[src/hw/fetch_pkg.sv]
/*
 * Shared widths and types of the fetch front end.
 * HART_NUM must equal 2**HART_W because hart numbers wrap modulo HART_NUM.
 */
package fetch_pkg;

    ////////////////////////////////////////////////////////////////////////////
    // Widths
    ////////////////////////////////////////////////////////////////////////////
    localparam int WORD_W   = 32;             // Instruction and address width
    localparam int HART_NUM = 4;              // Hardware threads
    localparam int HART_W   = 2;              // Bits of a hart number

    ////////////////////////////////////////////////////////////////////////////
    // Types
    ////////////////////////////////////////////////////////////////////////////
    typedef enum logic {
        HART_IDLE   = 1'b0,                   // Not started since reset
        HART_ACTIVE = 1'b1                    // Fetching, until reset
    } hart_state_t;

    typedef struct packed {
        logic [WORD_W-1:0] pc;                // Fetch address
        logic [WORD_W-1:0] insn;              // Word returned by memory
        logic [HART_W-1:0] hart;              // Owning hart
    } fetch_entry_t;

    // Encodings
    localparam logic [6:0]        OPC_JAL = 7'b110_1111;       // JAL major opcode
    localparam logic [WORD_W-1:0] OP_NOP  = 32'h0000_0013;     // addi x0, x0, 0

endpackage

[src/hw/fetch_bus.sv]
/*
 * Single-entry valid/accept channel.
 * Valid is a level; the source keeps entry steady until accept is seen high.
 */
`timescale 1ns/1ps

interface fetch_bus #(
    parameter type entry_t = logic
);

    logic   valid;                            // Entry present
    entry_t entry;                            // Payload
    logic   accept;                           // Sink takes entry this cycle

    // Producer side
    modport source (output valid, output entry, input accept);

    // Consumer side
    modport sink (input valid, input entry, output accept);

endinterface

[src/hw/hart_ctrl.sv]
/*
 * Hart run state and round-robin fetch selection.
 * A started hart runs until reset; starting an active hart has no effect.
 * Selection only moves on while the fetch stage is not holding.
 */
`timescale 1ns/1ps

module hart_ctrl
    import fetch_pkg::*;
(
    input  logic              clk,
    input  logic              rst,
    input  logic              hstart,                 // Start request pulse
    input  logic [HART_W-1:0] hs_id,                  // Hart to start
    input  logic              advance,                // Fetch stage free
    output logic              sel_valid,              // Some hart active
    output logic [HART_W-1:0] sel_hart,               // Hart fetched this cycle
    output hart_state_t       hart_state [HART_NUM]   // Per-hart run state
);

    logic [HART_W-1:0] last_hart;                     // Last hart given a fetch

    // Scan from last_hart+1 around to last_hart, nearest active wins
    always_comb begin
        logic [HART_W-1:0] idx;
        sel_valid = 1'b0;
        sel_hart  = last_hart;
        for (int i = HART_NUM; i > 0; i--) begin
            idx = last_hart + HART_W'(i);             // Wraps modulo HART_NUM
            if (hart_state[idx] == HART_ACTIVE) begin
                sel_valid = 1'b1;
                sel_hart  = idx;
            end
        end
    end

    always_ff @(posedge clk) begin
        if (rst) begin
            last_hart <= '0;
            for (int h = 0; h < HART_NUM; h++) begin
                hart_state[h] <= HART_IDLE;
            end
        end else begin
            if (hstart && hart_state[hs_id] == HART_IDLE) begin
                hart_state[hs_id] <= HART_ACTIVE;     // Visible next cycle
            end
            if (advance && sel_valid) begin
                last_hart <= sel_hart;                // Step the pointer
            end
        end
    end

endmodule

[src/hw/if_reg.sv]
/*
 * Per-hart program counters and the registered fetch output.
 * Memory must return insn for fetch_pc within the same cycle.
 * A redirect kills a pending entry of its hart and its insn becomes a NOP.
 */
`timescale 1ns/1ps

module if_reg
    import fetch_pkg::*;
(
    input  logic              clk,
    input  logic              rst,
    input  logic              sel_valid,              // A hart is selected
    input  logic [HART_W-1:0] sel_hart,               // Selected hart
    input  hart_state_t       hart_state [HART_NUM],  // For the idle test
    input  logic              hstart,                 // Start request pulse
    input  logic [HART_W-1:0] hs_id,
    input  logic [WORD_W-1:0] hs_pc,
    input  logic              redirect,               // Jump from decode
    input  logic [HART_W-1:0] redirect_hart,
    input  logic [WORD_W-1:0] redirect_pc,
    output logic [WORD_W-1:0] fetch_pc,               // To instruction memory
    input  logic [WORD_W-1:0] insn,                   // Same-cycle memory data
    output logic              advance,                // Not holding
    fetch_bus.source          out
);

    logic [WORD_W-1:0] pc_r [HART_NUM];               // One counter per hart
    fetch_entry_t      entry_q;                       // Output entry
    logic              valid_q;
    logic              hold;                          // Entry waiting for accept
    logic              take;                          // Capture a fetch now
    logic              start_ok;                      // Start hits an idle hart
    logic              kill_new;                      // Redirect hits new fetch
    logic              kill_held;                     // Redirect hits held entry

    assign fetch_pc  = pc_r[sel_hart];
    assign hold      = valid_q && !out.accept;
    assign advance   = !hold;
    assign take      = sel_valid && !hold;
    assign start_ok  = hstart && (hart_state[hs_id] == HART_IDLE);
    assign kill_new  = redirect && (redirect_hart == sel_hart);
    assign kill_held = redirect && (redirect_hart == entry_q.hart);

    assign out.valid = valid_q;
    assign out.entry = entry_q;

    ////////////////////////////////////////////////////////////////////////////
    // Counters
    ////////////////////////////////////////////////////////////////////////////
    always_ff @(posedge clk) begin
        if (rst) begin
            for (int h = 0; h < HART_NUM; h++) begin
                pc_r[h] <= '0;
            end
        end else begin
            for (int h = 0; h < HART_NUM; h++) begin
                if (start_ok && hs_id == HART_W'(h)) begin
                    pc_r[h] <= hs_pc;                  // Initial pc
                end else if (redirect && redirect_hart == HART_W'(h)) begin
                    pc_r[h] <= redirect_pc;            // Jump target wins over +4
                end else if (take && sel_hart == HART_W'(h)) begin
                    pc_r[h] <= pc_r[h] + WORD_W'(4);   // Sequential
                end
            end
        end
    end

    ////////////////////////////////////////////////////////////////////////////
    // Output stage
    ////////////////////////////////////////////////////////////////////////////
    always_ff @(posedge clk) begin
        if (rst) begin
            valid_q <= 1'b0;
        end else if (take) begin
            valid_q <= !kill_new;                      // Wrong path if redirected
        end else if (!hold || kill_held) begin
            valid_q <= 1'b0;                           // Accepted, idle or killed
        end
    end

    always_ff @(posedge clk) begin
        if (take) begin
            entry_q.pc   <= fetch_pc;
            entry_q.insn <= kill_new ? OP_NOP : insn;
            entry_q.hart <= sel_hart;
        end else if (hold && kill_held) begin
            entry_q.insn <= OP_NOP;                    // Dead entry
        end
    end

endmodule

[src/hw/fetch_queue.sv]
/*
 * Synchronous FIFO of fetch entries on valid/accept channels.
 * Accepts only while not full, even when a pop happens in the same cycle.
 * A pushed entry reaches the head one cycle after the push.
 */
`timescale 1ns/1ps

module fetch_queue #(
    parameter type entry_t = logic,
    parameter int  DEPTH   = 4
)(
    input  logic     clk,
    input  logic     rst,
    fetch_bus.sink   in,
    fetch_bus.source out
);

    localparam int PTR_W = (DEPTH > 1) ? $clog2(DEPTH) : 1;
    localparam int CNT_W = $clog2(DEPTH + 1);

    entry_t           mem [DEPTH];                    // Entry storage
    logic [PTR_W-1:0] wr_ptr;                         // Next slot to write
    logic [PTR_W-1:0] rd_ptr;                         // Head slot
    logic [CNT_W-1:0] count;                          // Occupancy
    logic             push;
    logic             pop;

    // Wrap at DEPTH, which need not be a power of two
    function automatic logic [PTR_W-1:0] ptr_next(input logic [PTR_W-1:0] p);
        return (p == PTR_W'(DEPTH - 1)) ? '0 : p + 1'b1;
    endfunction

    assign in.accept = (count != CNT_W'(DEPTH));      // Not full
    assign out.valid = (count != '0);                 // Not empty
    assign out.entry = mem[rd_ptr];
    assign push      = in.valid && in.accept;
    assign pop       = out.valid && out.accept;

    always_ff @(posedge clk) begin
        if (push) begin
            mem[wr_ptr] <= in.entry;
        end
    end

    always_ff @(posedge clk) begin
        if (rst) begin
            wr_ptr <= '0;
            rd_ptr <= '0;
            count  <= '0;
        end else begin
            if (push) begin
                wr_ptr <= ptr_next(wr_ptr);
            end
            if (pop) begin
                rd_ptr <= ptr_next(rd_ptr);
            end
            count <= count + CNT_W'(push) - CNT_W'(pop);   // Both may happen
        end
    end

endmodule

[src/hw/decode_stage.sv]
/*
 * Pops fetches, drops wrong-path ones and registers the survivors.
 * A hart's first entry after reset sets its expected pc.
 * Wrong-path entries are popped even while dec_hold is high.
 */
`timescale 1ns/1ps

module decode_stage
    import fetch_pkg::*;
(
    input  logic              clk,
    input  logic              rst,
    fetch_bus.sink            in,
    input  logic              dec_hold,               // Output back-pressure
    output logic              dec_valid,
    output logic [WORD_W-1:0] dec_pc,
    output logic [WORD_W-1:0] dec_insn,
    output logic [HART_W-1:0] dec_hart,
    output logic              dec_is_jump,
    output logic              redirect,               // One-cycle pulse
    output logic [HART_W-1:0] redirect_hart,
    output logic [WORD_W-1:0] redirect_pc
);

    logic [WORD_W-1:0]   exp_pc [HART_NUM];           // Next correct pc per hart
    logic [HART_NUM-1:0] exp_set;                     // exp_pc holds a real value
    fetch_entry_t        head;
    logic                is_jump;
    logic                drop;                        // Wrong path, discard
    logic                keep;                        // Load into output
    logic [WORD_W-1:0]   j_imm;
    logic [WORD_W-1:0]   next_pc;

    assign head    = in.entry;
    assign is_jump = (head.insn[6:0] == OPC_JAL);
    // J-type immediate, sign extended
    assign j_imm   = {{12{head.insn[31]}}, head.insn[19:12], head.insn[20],
                      head.insn[30:21], 1'b0};
    assign next_pc = is_jump ? head.pc + j_imm : head.pc + WORD_W'(4);
    assign drop    = in.valid && exp_set[head.hart] && (head.pc != exp_pc[head.hart]);
    assign keep    = in.valid && !drop && !dec_hold;
    assign in.accept = drop || !dec_hold;

    always_ff @(posedge clk) begin
        if (rst) begin
            exp_set <= '0;
        end else if (keep) begin
            exp_set[head.hart] <= 1'b1;
        end
    end

    always_ff @(posedge clk) begin
        if (keep) begin
            exp_pc[head.hart] <= next_pc;              // Follows taken JAL
        end
    end

    ////////////////////////////////////////////////////////////////////////////
    // Output register and redirect
    ////////////////////////////////////////////////////////////////////////////
    always_ff @(posedge clk) begin
        if (rst) begin
            dec_valid <= 1'b0;
            redirect  <= 1'b0;
        end else begin
            if (!dec_hold) begin
                dec_valid <= keep;                     // Frozen under hold
            end
            redirect <= keep && is_jump;
        end
    end

    always_ff @(posedge clk) begin
        if (keep) begin
            dec_pc        <= head.pc;
            dec_insn      <= head.insn;
            dec_hart      <= head.hart;
            dec_is_jump   <= is_jump;
            redirect_hart <= head.hart;
            redirect_pc   <= next_pc;
        end
    end

endmodule

[src/hw/fetch_top.sv]
/*
 * Fetch front end of a four-hart barrel core.
 * Instruction memory sits outside and answers fetch_pc in the same cycle.
 * Output latency depends on queue occupancy and dec_hold.
 */
`timescale 1ns/1ps

module fetch_top
    import fetch_pkg::*;
#(
    parameter int QUEUE_DEPTH = 4                     // Fetch queue entries
)(
    input  logic              clk,
    input  logic              rst,
    input  logic              hstart,
    input  logic [HART_W-1:0] hs_id,
    input  logic [WORD_W-1:0] hs_pc,
    output logic [WORD_W-1:0] fetch_pc,
    input  logic [WORD_W-1:0] insn,
    input  logic              dec_hold,
    output logic              dec_valid,
    output logic [WORD_W-1:0] dec_pc,
    output logic [WORD_W-1:0] dec_insn,
    output logic [HART_W-1:0] dec_hart,
    output logic              dec_is_jump
);

    logic              sel_valid;
    logic [HART_W-1:0] sel_hart;
    hart_state_t       hart_state [HART_NUM];
    logic              advance;
    logic              redirect;
    logic [HART_W-1:0] redirect_hart;
    logic [WORD_W-1:0] redirect_pc;

    fetch_bus #(.entry_t(fetch_entry_t)) fq_in_bus ();    // if_reg to queue
    fetch_bus #(.entry_t(fetch_entry_t)) fq_out_bus ();   // Queue to decode

    hart_ctrl u_hart_ctrl (
        .clk(clk), .rst(rst), .hstart(hstart), .hs_id(hs_id), .advance(advance),
        .sel_valid(sel_valid), .sel_hart(sel_hart), .hart_state(hart_state)
    );

    if_reg u_if_reg (
        .clk(clk), .rst(rst), .sel_valid(sel_valid), .sel_hart(sel_hart),
        .hart_state(hart_state), .hstart(hstart), .hs_id(hs_id), .hs_pc(hs_pc),
        .redirect(redirect), .redirect_hart(redirect_hart), .redirect_pc(redirect_pc),
        .fetch_pc(fetch_pc), .insn(insn), .advance(advance), .out(fq_in_bus.source)
    );

    fetch_queue #(.entry_t(fetch_entry_t), .DEPTH(QUEUE_DEPTH)) u_fetch_queue (
        .clk(clk), .rst(rst), .in(fq_in_bus.sink), .out(fq_out_bus.source)
    );

    decode_stage u_decode_stage (
        .clk(clk), .rst(rst), .in(fq_out_bus.sink), .dec_hold(dec_hold),
        .dec_valid(dec_valid), .dec_pc(dec_pc), .dec_insn(dec_insn),
        .dec_hart(dec_hart), .dec_is_jump(dec_is_jump), .redirect(redirect),
        .redirect_hart(redirect_hart), .redirect_pc(redirect_pc)
    );

endmodule

[config.mk]
export PLATFORM = sky130hd
export DESIGN_NAME = fetch_top
export DESIGN_NICKNAME = d
export VERILOG_FILES = /design/src/hw/fetch_pkg.sv /design/src/hw/fetch_bus.sv /design/src/hw/hart_ctrl.sv /design/src/hw/if_reg.sv /design/src/hw/fetch_queue.sv /design/src/hw/decode_stage.sv /design/src/hw/fetch_top.sv
export SDC_FILE = /design/constraint.sdc
export NUM_CORES = 1
export LEC_CHECK = 0
export BUFFER_PORTS_ARGS = -buffer_cell sky130_fd_sc_hd__buf_2
export CAP_MARGIN = 20
export CORE_UTILIZATION = 54
export DETAILED_ROUTE_END_ITERATION = 8
export PLACE_DENSITY = 0.75
export REMOVE_ABC_BUFFERS = 1
export SKIP_LAST_GASP = 1
export SLEW_MARGIN = 20
export SYNTH_ARGS = -nofsm -noshare
export SYNTH_HDL_FRONTEND = slang
export SYNTH_SLANG_ARGS = --single-unit
export TNS_END_PERCENT = 100
[constraint.sdc]
create_clock -name clk -period 18.2 [get_ports clk]
set_input_delay 0.91 -clock clk [delete_from_list [all_inputs] [get_ports clk]]
set_output_delay 0.91 -clock clk [all_outputs]
set_load 0.005 [all_outputs]
---- Yosys cells after proc, flatten, opt, wreduce, memory -nomap -nowiden ----
Memories as Yosys holds them, arrays and structs flattened. A register that Yosys moved wholly into a read port is not among the register bits.
Index checks and enable logic that the tools add are counted.
cells by class
  $add $sub $neg .......................... 13
  $lt $le $gt $ge ......................... 8
  eq/ne operators ......................... 16
  muxes and demuxes ....................... 104
  bitwise gates (word level) .............. 20
  reductions and logical operators ........ 40
operator list
  cell                                                                           number
  32-bit two-way mux                                                             16
  32-bit by 3-bit adder with 32-bit output (second input constant)               5
  1-bit two-way mux                                                              73
  32-bit adder                                                                   1
  32-bit != test                                                                 1
  1-bit logical AND                                                              27
  2-bit == test (second input constant)                                          8
  3-bit >= comparator (second input constant)                                    5
  2-bit inverter with 3-bit output                                               5
  2-bit two-way mux                                                              7
  1-bit binary-select mux with 2-bit select                                      6
  1-bit OR                                                                       12
  4-bit OR                                                                       2
  7-bit == test (second input constant)                                          1
  2-bit by 1-bit adder with 2-bit output (second input constant)                 3
  2-bit by 1-bit == test with 1-bit output (second input constant)               3
  2-bit zero test                                                                3
  1-bit zero test                                                                5
  2-bit adder (second input constant)                                            2
  1-bit demux with 2-bit select                                                  2
  2-bit == test                                                                  2
  2-bit nonzero test                                                             2
  3-bit by 1-bit adder with 3-bit output                                         1
  2-bit by 3-bit less-than comparator with 1-bit output (second input constant)  1
  7 further kinds                                                                8
word-level totals
  register bits ........................... 185
  memory bits (writable) .................. 520
  bits of input ports ..................... 70
  output and inout port bits .............. 100
  word-level logic and storage cells ...... 224
  memories ................................ 3
memory list
  memory                 depth  bits a word  read ports  clocked after Yosys merged registers in  write ports  RTL line            text
  u_fetch_queue.mem      4      66           1           1                                        1            fetch_queue.sv:21   entry_t mem [DEPTH];
  u_decode_stage.exp_pc  4      32           1           0                                        1            decode_stage.sv:25  logic [WORD_W-1:0] exp_pc [HART_NUM];
  u_if_reg.pc_r          4      32           5           0                                        4            if_reg.sv:28        logic [WORD_W-1:0] pc_r [HART_NUM];

---- Depth between registers and ports, before layout ----
Gate-level depths: netlist of run 1.
  word-level depth ........................ 16
  mapped depth ............................ 18
  depth with buffers taken out ............ 15

---- By module ----
A second synthesis of run 1 with hierarchy kept.
unflattened totals
  cells, all modules ...................... 2126
  area, all modules ....................... 32479.9 um2
by module, submodules not included
  module        times used  cells an instance  area an instance (um2)  sequential area each (um2)
  if_reg        1           984                11559.8                 5845.6
  decode_stage  1           710                10620.2                 6906.6
  fetch_queue   1           393                9985.8                  8107.8
  hart_ctrl     1           39                 314.1                   120.1

---- Worst setup path after synthesis of run 1 ----
Ideal clock, no wire load.
  path kind ............................... register to register
  start ................................... register (tool-made name)
  end ..................................... register u_decode_stage.dec_insn[0], enable pin
  library setup time ...................... 0.556 ns
  arrival time ............................ 6.671 ns
  data required time ...................... 17.644 ns
  path slack .............................. 10.973 ns
  cell stages (with the launch flop) ...... 11
  buffers on the path ..................... 4
  period minus slack after synthesis ...... 7.227 ns
  cells stage by stage .................... dfxtp_1 buf_4 buf_6 buf_4 mux4_2 xor2_1 nor4_1 and4_1 a21oi_1 buf_6 nor2_1
RTL lines
  item                  RTL line            text
  end signal, assigned  decode_stage.sv:76  dec_insn <= head.insn;
  end, declared         decode_stage.sv:17  output logic [WORD_W-1:0] dec_insn,

==> results by stage, run 1 <==
Routing:
- In the final routed layout, each cell accounts on average for between 20 and 25 µm.
- In the final routing, the length of wire on met1 measures 32700 µm.
- The final layout contains routed wiring with a total length of roughly 81000 µm.
- After the first detailed-routing iteration, the DRC count stood at approximately 2.4k.
- Detailed routing placed a total of 38600 µm of wire on met2.
- For this run, design rule violations remaining after detail routing come to 11.
- The remaining antenna violation count is 0.
- Using the TritonRoute via totals, the vias-per-cell ratio works out to ~6.3.
- Detailed routing inserted a total of approximately 21k vias.
- The iteration count of the initial detailed-routing pass is 8.
- In this run the top signal layer used is met4.
- Wire segments on met3 add up to ~7000 µm in the final route.

Synthesis:
- The share of the Yosys chip area taken by registers is 0.643.
- Synthesis handed over a netlist of around 2.3k instances.
- The average instance in the mapped netlist occupies ~14 µm².
- In this run, distinct cell masters in the synthesized netlist total 73.
- Among all flip-flop cells after synthesis, the most frequent one is sky130_fd_sc_hd__edfxtp_1.
- Yosys printed 0 warnings.
- The synthesized netlist occupies a cell area of ~33000 µm².
- Counting flops with a built-in enable in the synthesized netlist gives 684.
- The post-synthesis async set-or-reset flop share is 0.
- The post-synthesis sequential element count is ~710.

Clocking:
- The later pin in the worst-skew pair is clocked with a latency of approximately 0.62 ns.
- The post-CTS repair timing setup buffer count is 0.
- The TritonCTS sink count is 706.
- After clock tree synthesis, the clock-pin slew on the worst setup and hold paths is 0.06 ns.
- Buffers inserted to repair hold after CTS numbered 0.
- The TritonCTS clock tree is yes.
- In this run the deepest clock path goes through 3 buffers.
- Counting the buffers created by CTS gives 73.
- The post-CTS resize count is 0.
- The library cell used as clock root buffer is sky130_fd_sc_hd__clkbuf_16.
- The H-tree was split into 3 levels.

Worst setup path:
- In this run the critical register-to-register path is captured at u_decode_stage.dec_insn[12]$_DFFE_PN_.
- On the critical path, the stage with the largest delay is an instance of sky130_fd_sc_hd__dfxtp_4.
- The critical path class is reg -> reg.
- In this run the worst path has a maximum fanout of between 50 and 60.
- The worst setup path is launched from a register.
- The critical path capture point type is a register.
- The endpoint of the most critical setup path is u_decode_stage.dec_insn[12]$_DFFE_PN_.
- Data on the critical path is required at its endpoint by ~18 ns.
- The most common cell type on the critical path is sky130_fd_sc_hd__buf_4.
- For the worst setup path, the data arrival time is roughly 6.7 ns.
- For the worst flop-to-flop path, the logic depth is 11.
- The worst stage delay on the critical path is approximately 0.80 ns.
- In this run the register-to-register setup slack is between 10 and 15 ns.
- The critical path goes through mux4_4, buf_4, mux2i_1, mux2i_1, xnor2_1, nor4_1, and4_1, a21oi_2, nor2_4, buf_4, buf_4.

Floorplan:
- The vertical extent of the die is around 250 µm.
- The floorplan step defined a die boundary enclosing about 60000 µm².
- The overall die width is around 250 µm.
- The core region is just under 60000 µm².
- During I/O placement, the number of pins put on the boundary was 170.
- For this configuration, the core starts out at a cell density of 0.550.
- In this run the core area contains 89 standard-cell rows.

Power:
- Total power for the finished layout comes to around 0.0052 W.
- In this run the power density over the cells is about 140 nW/µm².
- The worst ir drop on vdd is 0.0888 mV.
- The cell leakage power is between 10 and 15 nW.

STA:
- Setup repair after global routing left no endpoint under its margin.
- Of the available clock period, the critical path in the final layout requires 0.356.
- The number of pins exceeding their max-slew limit in the final report is 0.
- The clock arrives with between 0.02 and 0.025 ns of skew.
- Setup violations remaining at the end of the flow were counted as 0.
- The count of final hold-check violations is 0.
- The fmax is 155 MHz.
- The headroom to the max-slew limit is 0.256.
- After routing, the total negative slack on setup checks comes to 0 ns.
- The worst hold margin is 0.490 ns.
- At the pin with the least slew margin, the transition time is 1.12 ns.
- The minimum clock period after layout is about 6.5 ns.

Finish:
- The synthesis-to-layout area growth is 12.7%.
- The filler cells instantiated in the layout total 4338.
- The antenna diode instance count is 0.
- Of the cells placed in the final design, the portion with a size suffix greater than 1 is 0.173.
- The final net count is ~2.6k.
- Measured on the finished design, the core utilization comes to 0.619.
- The finished cells cover between 30000 and 40000 µm².

Global routing:
- The via count of the first global-routing pass was approximately 20k.
- The total overflow left after global routing is 0.
- The number of antenna violations at the first check in global routing is 2.
- For this run, the total global-route usage over all layers was measured as 0.264.
- The maximum number of pins on one net before global-route repair is between 70 and 80.
- The wire length of the first global-routing pass is roughly 120000 µm.

Hold path:
- Counting instances, the worst hold path has a depth of 0.
- The startpoint of the lowest-slack hold path is u_if_reg.out.entry[25]$_SDFFCE_PN0P_.
- The classification of the worst-slack hold path is reg -> reg.

Placement:
- The area after detailed placement is approximately 34000 µm².
- The placer congestion estimate is a little under 0.9.
- The wire-length estimate of the detail-placed layout is 53700 µm.
- The number of I/O port buffers is 169.

Run status:
- The run finished, with violations left.
- The final reports fail on design-rule violations.

Job:
- Across the run, the number of max-cap violations was 0.
[worst min path at each step]
stage,to
2_1_floorplan,u_decode_stage.exp_set[2]$_SDFFE_PP0N_
3_3_place_gp,u_decode_stage.exp_set[2]$_SDFFE_PP0N_
3_5_place_dp,u_fetch_queue.mem[0][7]$_DFFE_PP_
4_1_cts,u_fetch_queue.mem[0][25]$_DFFE_PP_
5_1_grt,u_fetch_queue.mem[0][13]$_DFFE_PP_
6_report,u_fetch_queue.mem[0][25]$_DFFE_PP_
[kinds of logic after synthesis]
kind of cell             synth area share
AO/OA/AOI/OAI                      0.0721
XOR/XNOR                           0.0524
adder cells (fa/ha/maj)            0.0173
buffers and inverters              0.0220
flip-flops                          0.643
multiplexers                        0.104
AND/OR/NAND/NOR                    0.0893
[cell type report]
type	instances	area, µm²	area share
multi-input cells	1417	11100	0.302
clock buffers	101	2020	0.0551
repair buffers	204	1150	0.0312
well taps	773	967	0.0263
clock inverters	32	355	0.00967
inverters	49	189	0.00514
flip-flops and latches	706	21000	0.571
[cell usage after synthesis, types with 4 or more instances]
master / number / share of area
sky130_fd_sc_hd__nand2_1: 155 / 0.018
sky130_fd_sc_hd__inv_1: 48 / 0.0055
sky130_fd_sc_hd__nor2b_1: 8 / 0.0015
sky130_fd_sc_hd__nor3b_1: 7 / 0.0016
sky130_fd_sc_hd__and3_1: 21 / 0.0040
sky130_fd_sc_hd__a221oi_1: 14 / 0.0038
sky130_fd_sc_hd__buf_4: 6 / 0.0014
sky130_fd_sc_hd__ha_1: 42 / 0.016
sky130_fd_sc_hd__o211ai_1: 4 / 0.00092
sky130_fd_sc_hd__mux4_2: 67 / 0.046
sky130_fd_sc_hd__a31oi_1: 37 / 0.0071
sky130_fd_sc_hd__nand2b_1: 10 / 0.0019
sky130_fd_sc_hd__xnor2_1: 91 / 0.024
sky130_fd_sc_hd__nor2_1: 104 / 0.012
sky130_fd_sc_hd__nand3_1: 69 / 0.011
sky130_fd_sc_hd__and4_1: 14 / 0.0038
sky130_fd_sc_hd__or3_1: 6 / 0.0012
sky130_fd_sc_hd__a21o_1: 11 / 0.0025
sky130_fd_sc_hd__nor4_2: 4 / 0.0015
sky130_fd_sc_hd__mux2i_1: 184 / 0.056
sky130_fd_sc_hd__o21ai_0: 47 / 0.0072
sky130_fd_sc_hd__nand4_1: 33 / 0.0063
sky130_fd_sc_hd__buf_2: 12 / 0.0018
sky130_fd_sc_hd__buf_6: 9 / 0.0031
sky130_fd_sc_hd__buf_1: 16 / 0.0018
sky130_fd_sc_hd__nor3_1: 16 / 0.0025
sky130_fd_sc_hd__nand3b_1: 4 / 0.00092
sky130_fd_sc_hd__nor4_1: 8 / 0.0015
sky130_fd_sc_hd__xor2_1: 104 / 0.028
sky130_fd_sc_hd__clkbuf_1: 70 / 0.0081
sky130_fd_sc_hd__or2_2: 7 / 0.0013
sky130_fd_sc_hd__a21oi_1: 60 / 0.0092
sky130_fd_sc_hd__a31o_2: 5 / 0.0013
sky130_fd_sc_hd__edfxtp_1: 684 / 0.63
sky130_fd_sc_hd__a211oi_1: 35 / 0.0081
sky130_fd_sc_hd__o21bai_1: 5 / 0.0012
sky130_fd_sc_hd__dfxtp_1: 22 / 0.013
sky130_fd_sc_hd__and2_1: 72 / 0.014
sky130_fd_sc_hd__o22ai_1: 94 / 0.018
sky130_fd_sc_hd__a22oi_1: 28 / 0.0064
[per-layer routing]
layer | track usage | up-vias
met3 | 0.0489 | 158
met2 | 0.422 | 1072
li1 | - | 9165
met1 | 0.368 | 10265
met5 | 0 | -
met4 | 0.0875 | 0
[registers in the layout (all words and copies together) (netlist names), 4 cells and up, named ones only]
signal	flops
u_decode_stage.exp_pc	128
u_decode_stage.exp_set	4
u_if_reg.pc_r	128
u_fetch_queue.mem	264
u_if_reg.out.entry	66
u_decode_stage.redirect_pc	31
u_decode_stage.dec_pc	32
u_decode_stage.dec_insn	32
u_hart_ctrl.hart_state	4
[metrics by stage]
| stage | cells | worst slack, ns |
|---|---|---|
| 2_1_floorplan | 2172 | 7.55 |
| 3_3_place_gp | 3147 | 11.93 |
| 3_5_place_dp | 3147 | 11.71 |
| 4_1_cts | 3280 | 11.68 |
| 5_1_grt | 3282 | 11.35 |
| 6_report | 3282 | 11.73 |
[placed cells by master, fill, tap and decap left out, types with 21 or more instances in the layout]
cell and n:
sky130_fd_sc_hd__and3_1 21, sky130_fd_sc_hd__o21ai_0 45, sky130_fd_sc_hd__ha_1 42, sky130_fd_sc_hd__a31oi_1 36, sky130_fd_sc_hd__buf_2 169, sky130_fd_sc_hd__edfxtp_1 684, sky130_fd_sc_hd__nor2_1 103, sky130_fd_sc_hd__xor2_1 104
sky130_fd_sc_hd__clkbuf_16 75, sky130_fd_sc_hd__buf_4 33, sky130_fd_sc_hd__nand4_1 33, sky130_fd_sc_hd__a211oi_1 35, sky130_fd_sc_hd__clkbuf_1 21, sky130_fd_sc_hd__mux4_2 66, sky130_fd_sc_hd__and2_1 68, sky130_fd_sc_hd__o22ai_1 94
sky130_fd_sc_hd__xnor2_1 91, sky130_fd_sc_hd__mux2i_1 184, sky130_fd_sc_hd__a22oi_1 28, sky130_fd_sc_hd__a21oi_1 59, sky130_fd_sc_hd__nand2_1 154, sky130_fd_sc_hd__nand3_1 68, sky130_fd_sc_hd__inv_1 47
[where the power goes]
| group | switching, W | leakage (nW) | total [W] | internal, W |
|---|---|---|---|---|
| Sequential | 0.000170 | 6.64 | 0.00229 | 0.00212 |
| Combinational | 0.000891 | 4.82 | 0.00142 | 0.000526 |
| Clock | 0.000615 | 1.14 | 0.00149 | 0.000880 |
| Total | 0.00168 | 12.6 | 0.00520 | 0.00353 |
[worst max-delay path, delay by kind of cell (launching register included)]
family                 cells  cell delay (ns)
AO/OA/AOI/OAI              1             0.27
XOR/XNOR                   1             0.15
buffers and inverters      3             1.93
flip-flops                 1             0.80
multiplexers               3             1.07
AND/OR/NAND/NOR            3             1.67
(Power assumes the default switching activity.)
==> inputs of run 2 (changes only) <==
- PLACE_DENSITY: 0.75 -> 0.78
- clock period: 18.2 -> 5.9 ns (I/O delays scaled with it)
==> results by stage, run 2 (same netlist as run 1, synthesis figures left out) <==
Floorplan:
- The area of the die is roughly 61000 µm².
- The number of placed I/O pins is 170.
- The standard cell core area is between 50000 and 60000 µm².
- The vertical extent of the die is between 200 and 250 µm.
- The number of placement rows is 89.
- The floorplan step set the die width to roughly 250 µm.
- The initial utilization of the core area, before any placement, comes to 0.550.

Placement:
- Before CTS, the worst setup slack after placement is between 0.6 and 0.7 ns.
- The sum of net half-perimeters after detailed placement is ~54000 µm.
- The number of I/O port buffers is between 150 and 200.
- The placer congestion estimate is around 0.9.

Clocking:
- The TritonCTS sink count is 706.
- The clock edge transition at the registers on the reported setup and hold paths is around 0.06 ns.
- In this run the post-CTS setup repair buffer count came out at 0.
- In this run, CTS created clock tree buffers numbering just over 70.
- The maximum root-to-sink buffer count is 3.
- For the worst-skew pair, the clock arrives at the later sink with an insertion delay of about 0.62 ns.
- After clock tree synthesis, the repair step resized 0 gates.
- The H-tree was split into 3 levels.
- TritonCTS built the clock tree.
- The library cell used as clock root buffer is sky130_fd_sc_hd__clkbuf_16.

Finish:
- The area growth from synthesis to layout is 14.3%.
- The library cells used most frequently in the layout, excluding fill and tap cells, are sky130_fd_sc_hd__edfxtp_1 (684), sky130_fd_sc_hd__mux2i_1 (184), sky130_fd_sc_hd__buf_2 (169).
- The largest registers in the layout are u_fetch_queue.mem x264, u_decode_stage.exp_pc x128, u_if_reg.pc_r x128.
- The sequential cells in the finished layout cover a total of 21000 µm².
- In the final layout, the share of cells above drive strength 1 is 0.176.
- The final net count is between 2k and 3k.
- The antenna diode instance count is 0.
- The final cell utilization of the core is 0.628.
- The count of fill cells added during filler insertion is between 4k and 5k.
- Counting flops per register, the top entry is u_fetch_queue.mem.
- The multi-input combinational cells in the finished layout cover a total of about 11000 µm².
- Leaving out fill and tap cells, the most frequent cell in the layout is sky130_fd_sc_hd__edfxtp_1.
- The number of flip-flops in the largest register is 264.

Worst setup path:
- The cell type of the slowest stage on the worst timing path is sky130_fd_sc_hd__a2111oi_0.
- The critical path class is reg -> reg.
- The critical path data required time is between 6 and 7 ns.
- The signal arrival time at the worst endpoint is roughly 5.6 ns.
- The number of buffers and inverters on the critical path is 2.
- Traced cell by cell, the critical path runs through buf_4, mux4_2, ha_1, nor2b_1, o21ai_0, a2111oi_0, o31ai_1, buf_4, o211ai_1, a31oi_1, and4b_1, or3_1.
- Of all nets on the critical path, the largest fanout is 15.
- The most common cell type on the critical path is sky130_fd_sc_hd__buf_4.
- The critical path capture point type is a register.
- The worst stage delay on the critical path is around 0.96 ns.
- The worst setup path is launched from a register.
- The kind of cell with the highest combined delay on the critical path is compound AO/OA/AOI/OAI gates.
- The flop-to-flop setup slack is between 0.6 and 0.7 ns.

STA:
- Clock skew on the completed layout was measured at between 0.02 and 0.03 ns.
- The number of pins exceeding their max-slew limit in the final report came to 0.
- In the post-route analysis, the smallest setup slack over all paths is roughly 0.6 ns.
- The headroom to the max-slew limit is 0.282.
- The post-route fraction of the period consumed by the critical path is 0.898.
- Timing would allow up to about 190 MHz.
- The minimum clock period after layout is roughly 5.3 ns.
- Setup violations remaining at the end of the flow were counted as 0.
- The count of final hold-check violations was 0.
- Setup repair after global routing left no endpoint under its margin.
- The slew at the pin closest to its max-slew limit is roughly 1.1 ns.

Power:
- The switching power is 0.00525 W.
- Of the total power, the clock network draws 0.297.
- The analysis attributes to cell leakage a power of about 13 nW.
- The power per cell area is 440 nW/µm².
- The proportion of power drawn by combinational gates is 0.274.
- The switching portion of total power is 0.321.
- The share of total power in sequential cells is 0.429.
- The design internal power is 0.0111 W.
- IR analysis of the VDD net gives a maximum drop of between 0.2 and 0.3 mV.

Routing:
- The final route contains between 20k and 25k vias.
- The starting DRC count in detailed routing is ~2.2k.
- The number of DRC violations after detailed routing is 8.
- Dividing the detail-routed wire length by the instance count gives 24.8 µm.
- The sum of routed wire length over all layers is just over 80000 µm.
- In this run the remaining antenna-violating nets after routing total 0.
- Using the TritonRoute via totals, the vias-per-cell ratio works out to 6.37.
- The iteration count of the initial detailed-routing pass is 9.

Global routing:
- The via count of the first global-routing pass is just over 20k.
- The aggregate global-route resource usage is 0.271.
- The aggregate global routing overflow is 0.
- The maximum number of pins on one net before global-route repair is between 60 and 70.
- The first global-routing pass estimated about 120000 µm of wire.
- The number of antenna violations at the first check in global routing came to 0.

Job:
- The reported max-cap violation count is 0.

Hold path:
- The classification of the worst-slack hold path is in -> reg.

Run status:
- The run finished, with violations left.
- The final reports fail on design-rule violations.
==> run 2: cell count changes in the layout (fill, tap and decap cells not counted), moves of 6 or more <==
cell                            before  now
sky130_fd_sc_hd__clkbuf_1           21    8
sky130_fd_sc_hd__bufinv_16           7   13
sky130_fd_sc_hd__clkinv_2            6   12
sky130_fd_sc_hd__dlygate4sd3_1       0   29
==> run 2: per-layer routing <==
| layer | up-vias | part of all wire | track usage |
|---|---|---|---|
| met5 | - | 0 | 0 |
| met4 | 0 | 0.029 | 0.101 |
| met3 | 161 | 0.10 | 0.0563 |
| met2 | 1150 | 0.47 | 0.426 |
| met1 | 10562 | 0.40 | 0.373 |
| li1 | 9259 | - | - |
==> run 2: stage by stage <==
step           hold slack, ns  instances  TNS (ns)  area, µm²  power (W)
2_1_floorplan           0.364       2172  -1007.07      32100    0.00989
3_3_place_gp            0.456       3155         0      34400     0.0114
3_5_place_dp            0.473       3155         0      34400     0.0115
4_1_cts               0.00120       3315         0      37300     0.0164
5_1_grt               0.00360       3316         0      37300     0.0170
6_report               0.0166       3316         0      37300     0.0164
==> run 2: worst paths after layout <==
| path | startpoint | endpoint | cells after the start |
|---|---|---|---|
| setup / recovery | register | u_decode_stage.exp_pc[2][31]$_DFFE_PP_ | 12 |
| hold / removal | insn[31] | u_if_reg.out.entry[33]$_SDFFCE_PN0P_ | 2 |
| setup reg to reg | register | u_decode_stage.exp_pc[2][31]$_DFFE_PP_ | 12 |
| hold reg to reg | u_decode_stage.exp_set[0]$_SDFFE_PP0N_ | u_decode_stage.exp_set[0]$_SDFFE_PP0N_ | 2 |
==> run 2: layout make-up <==
class	count	area share
Clock buffer	84	0.0515
Timing Repair Buffer	240	0.0408
Tap cell	773	0.0259
Clock inverter	47	0.0169
Multi-Input combinational cell	1417	0.297
Inverter	49	0.00507
Sequential cell	706	0.563
==> run 2: repair_timing <==
| action | in CTS | in global routing |
|---|---|---|
| setup endpoints to repair | 0 | 0 |
| hold buffers | 29 | 0 |
| endpoints found under the hold margin | 29 | 0 |
==> run 2: worst reg2reg max path, cell delays in order, from the launching register on <==
cell,delay (ns)
sky130_fd_sc_hd__dfxtp_4,0.51
sky130_fd_sc_hd__buf_4,0.38
sky130_fd_sc_hd__mux4_2,0.64
sky130_fd_sc_hd__ha_1,0.38
sky130_fd_sc_hd__nor2b_1,0.14
sky130_fd_sc_hd__o21ai_0,0.16
sky130_fd_sc_hd__a2111oi_0,0.96
sky130_fd_sc_hd__o31ai_1,0.15
sky130_fd_sc_hd__buf_4,0.20
sky130_fd_sc_hd__o211ai_1,0.57
sky130_fd_sc_hd__a31oi_1,0.29
sky130_fd_sc_hd__and4b_1,0.26
sky130_fd_sc_hd__or3_1,0.38
==> run 2: power by group through the flow <==
stage	sequential, W	clock (W)	combinational, W
detailed placement	0.00710	0	0.00437
finish	0.00704	0.00487	0.00448
global placement	0.00708	0	0.00428
floorplan	0.00705	0	0.00285
global route	0.00709	0.00512	0.00482
CTS	0.00701	0.00492	0.00442
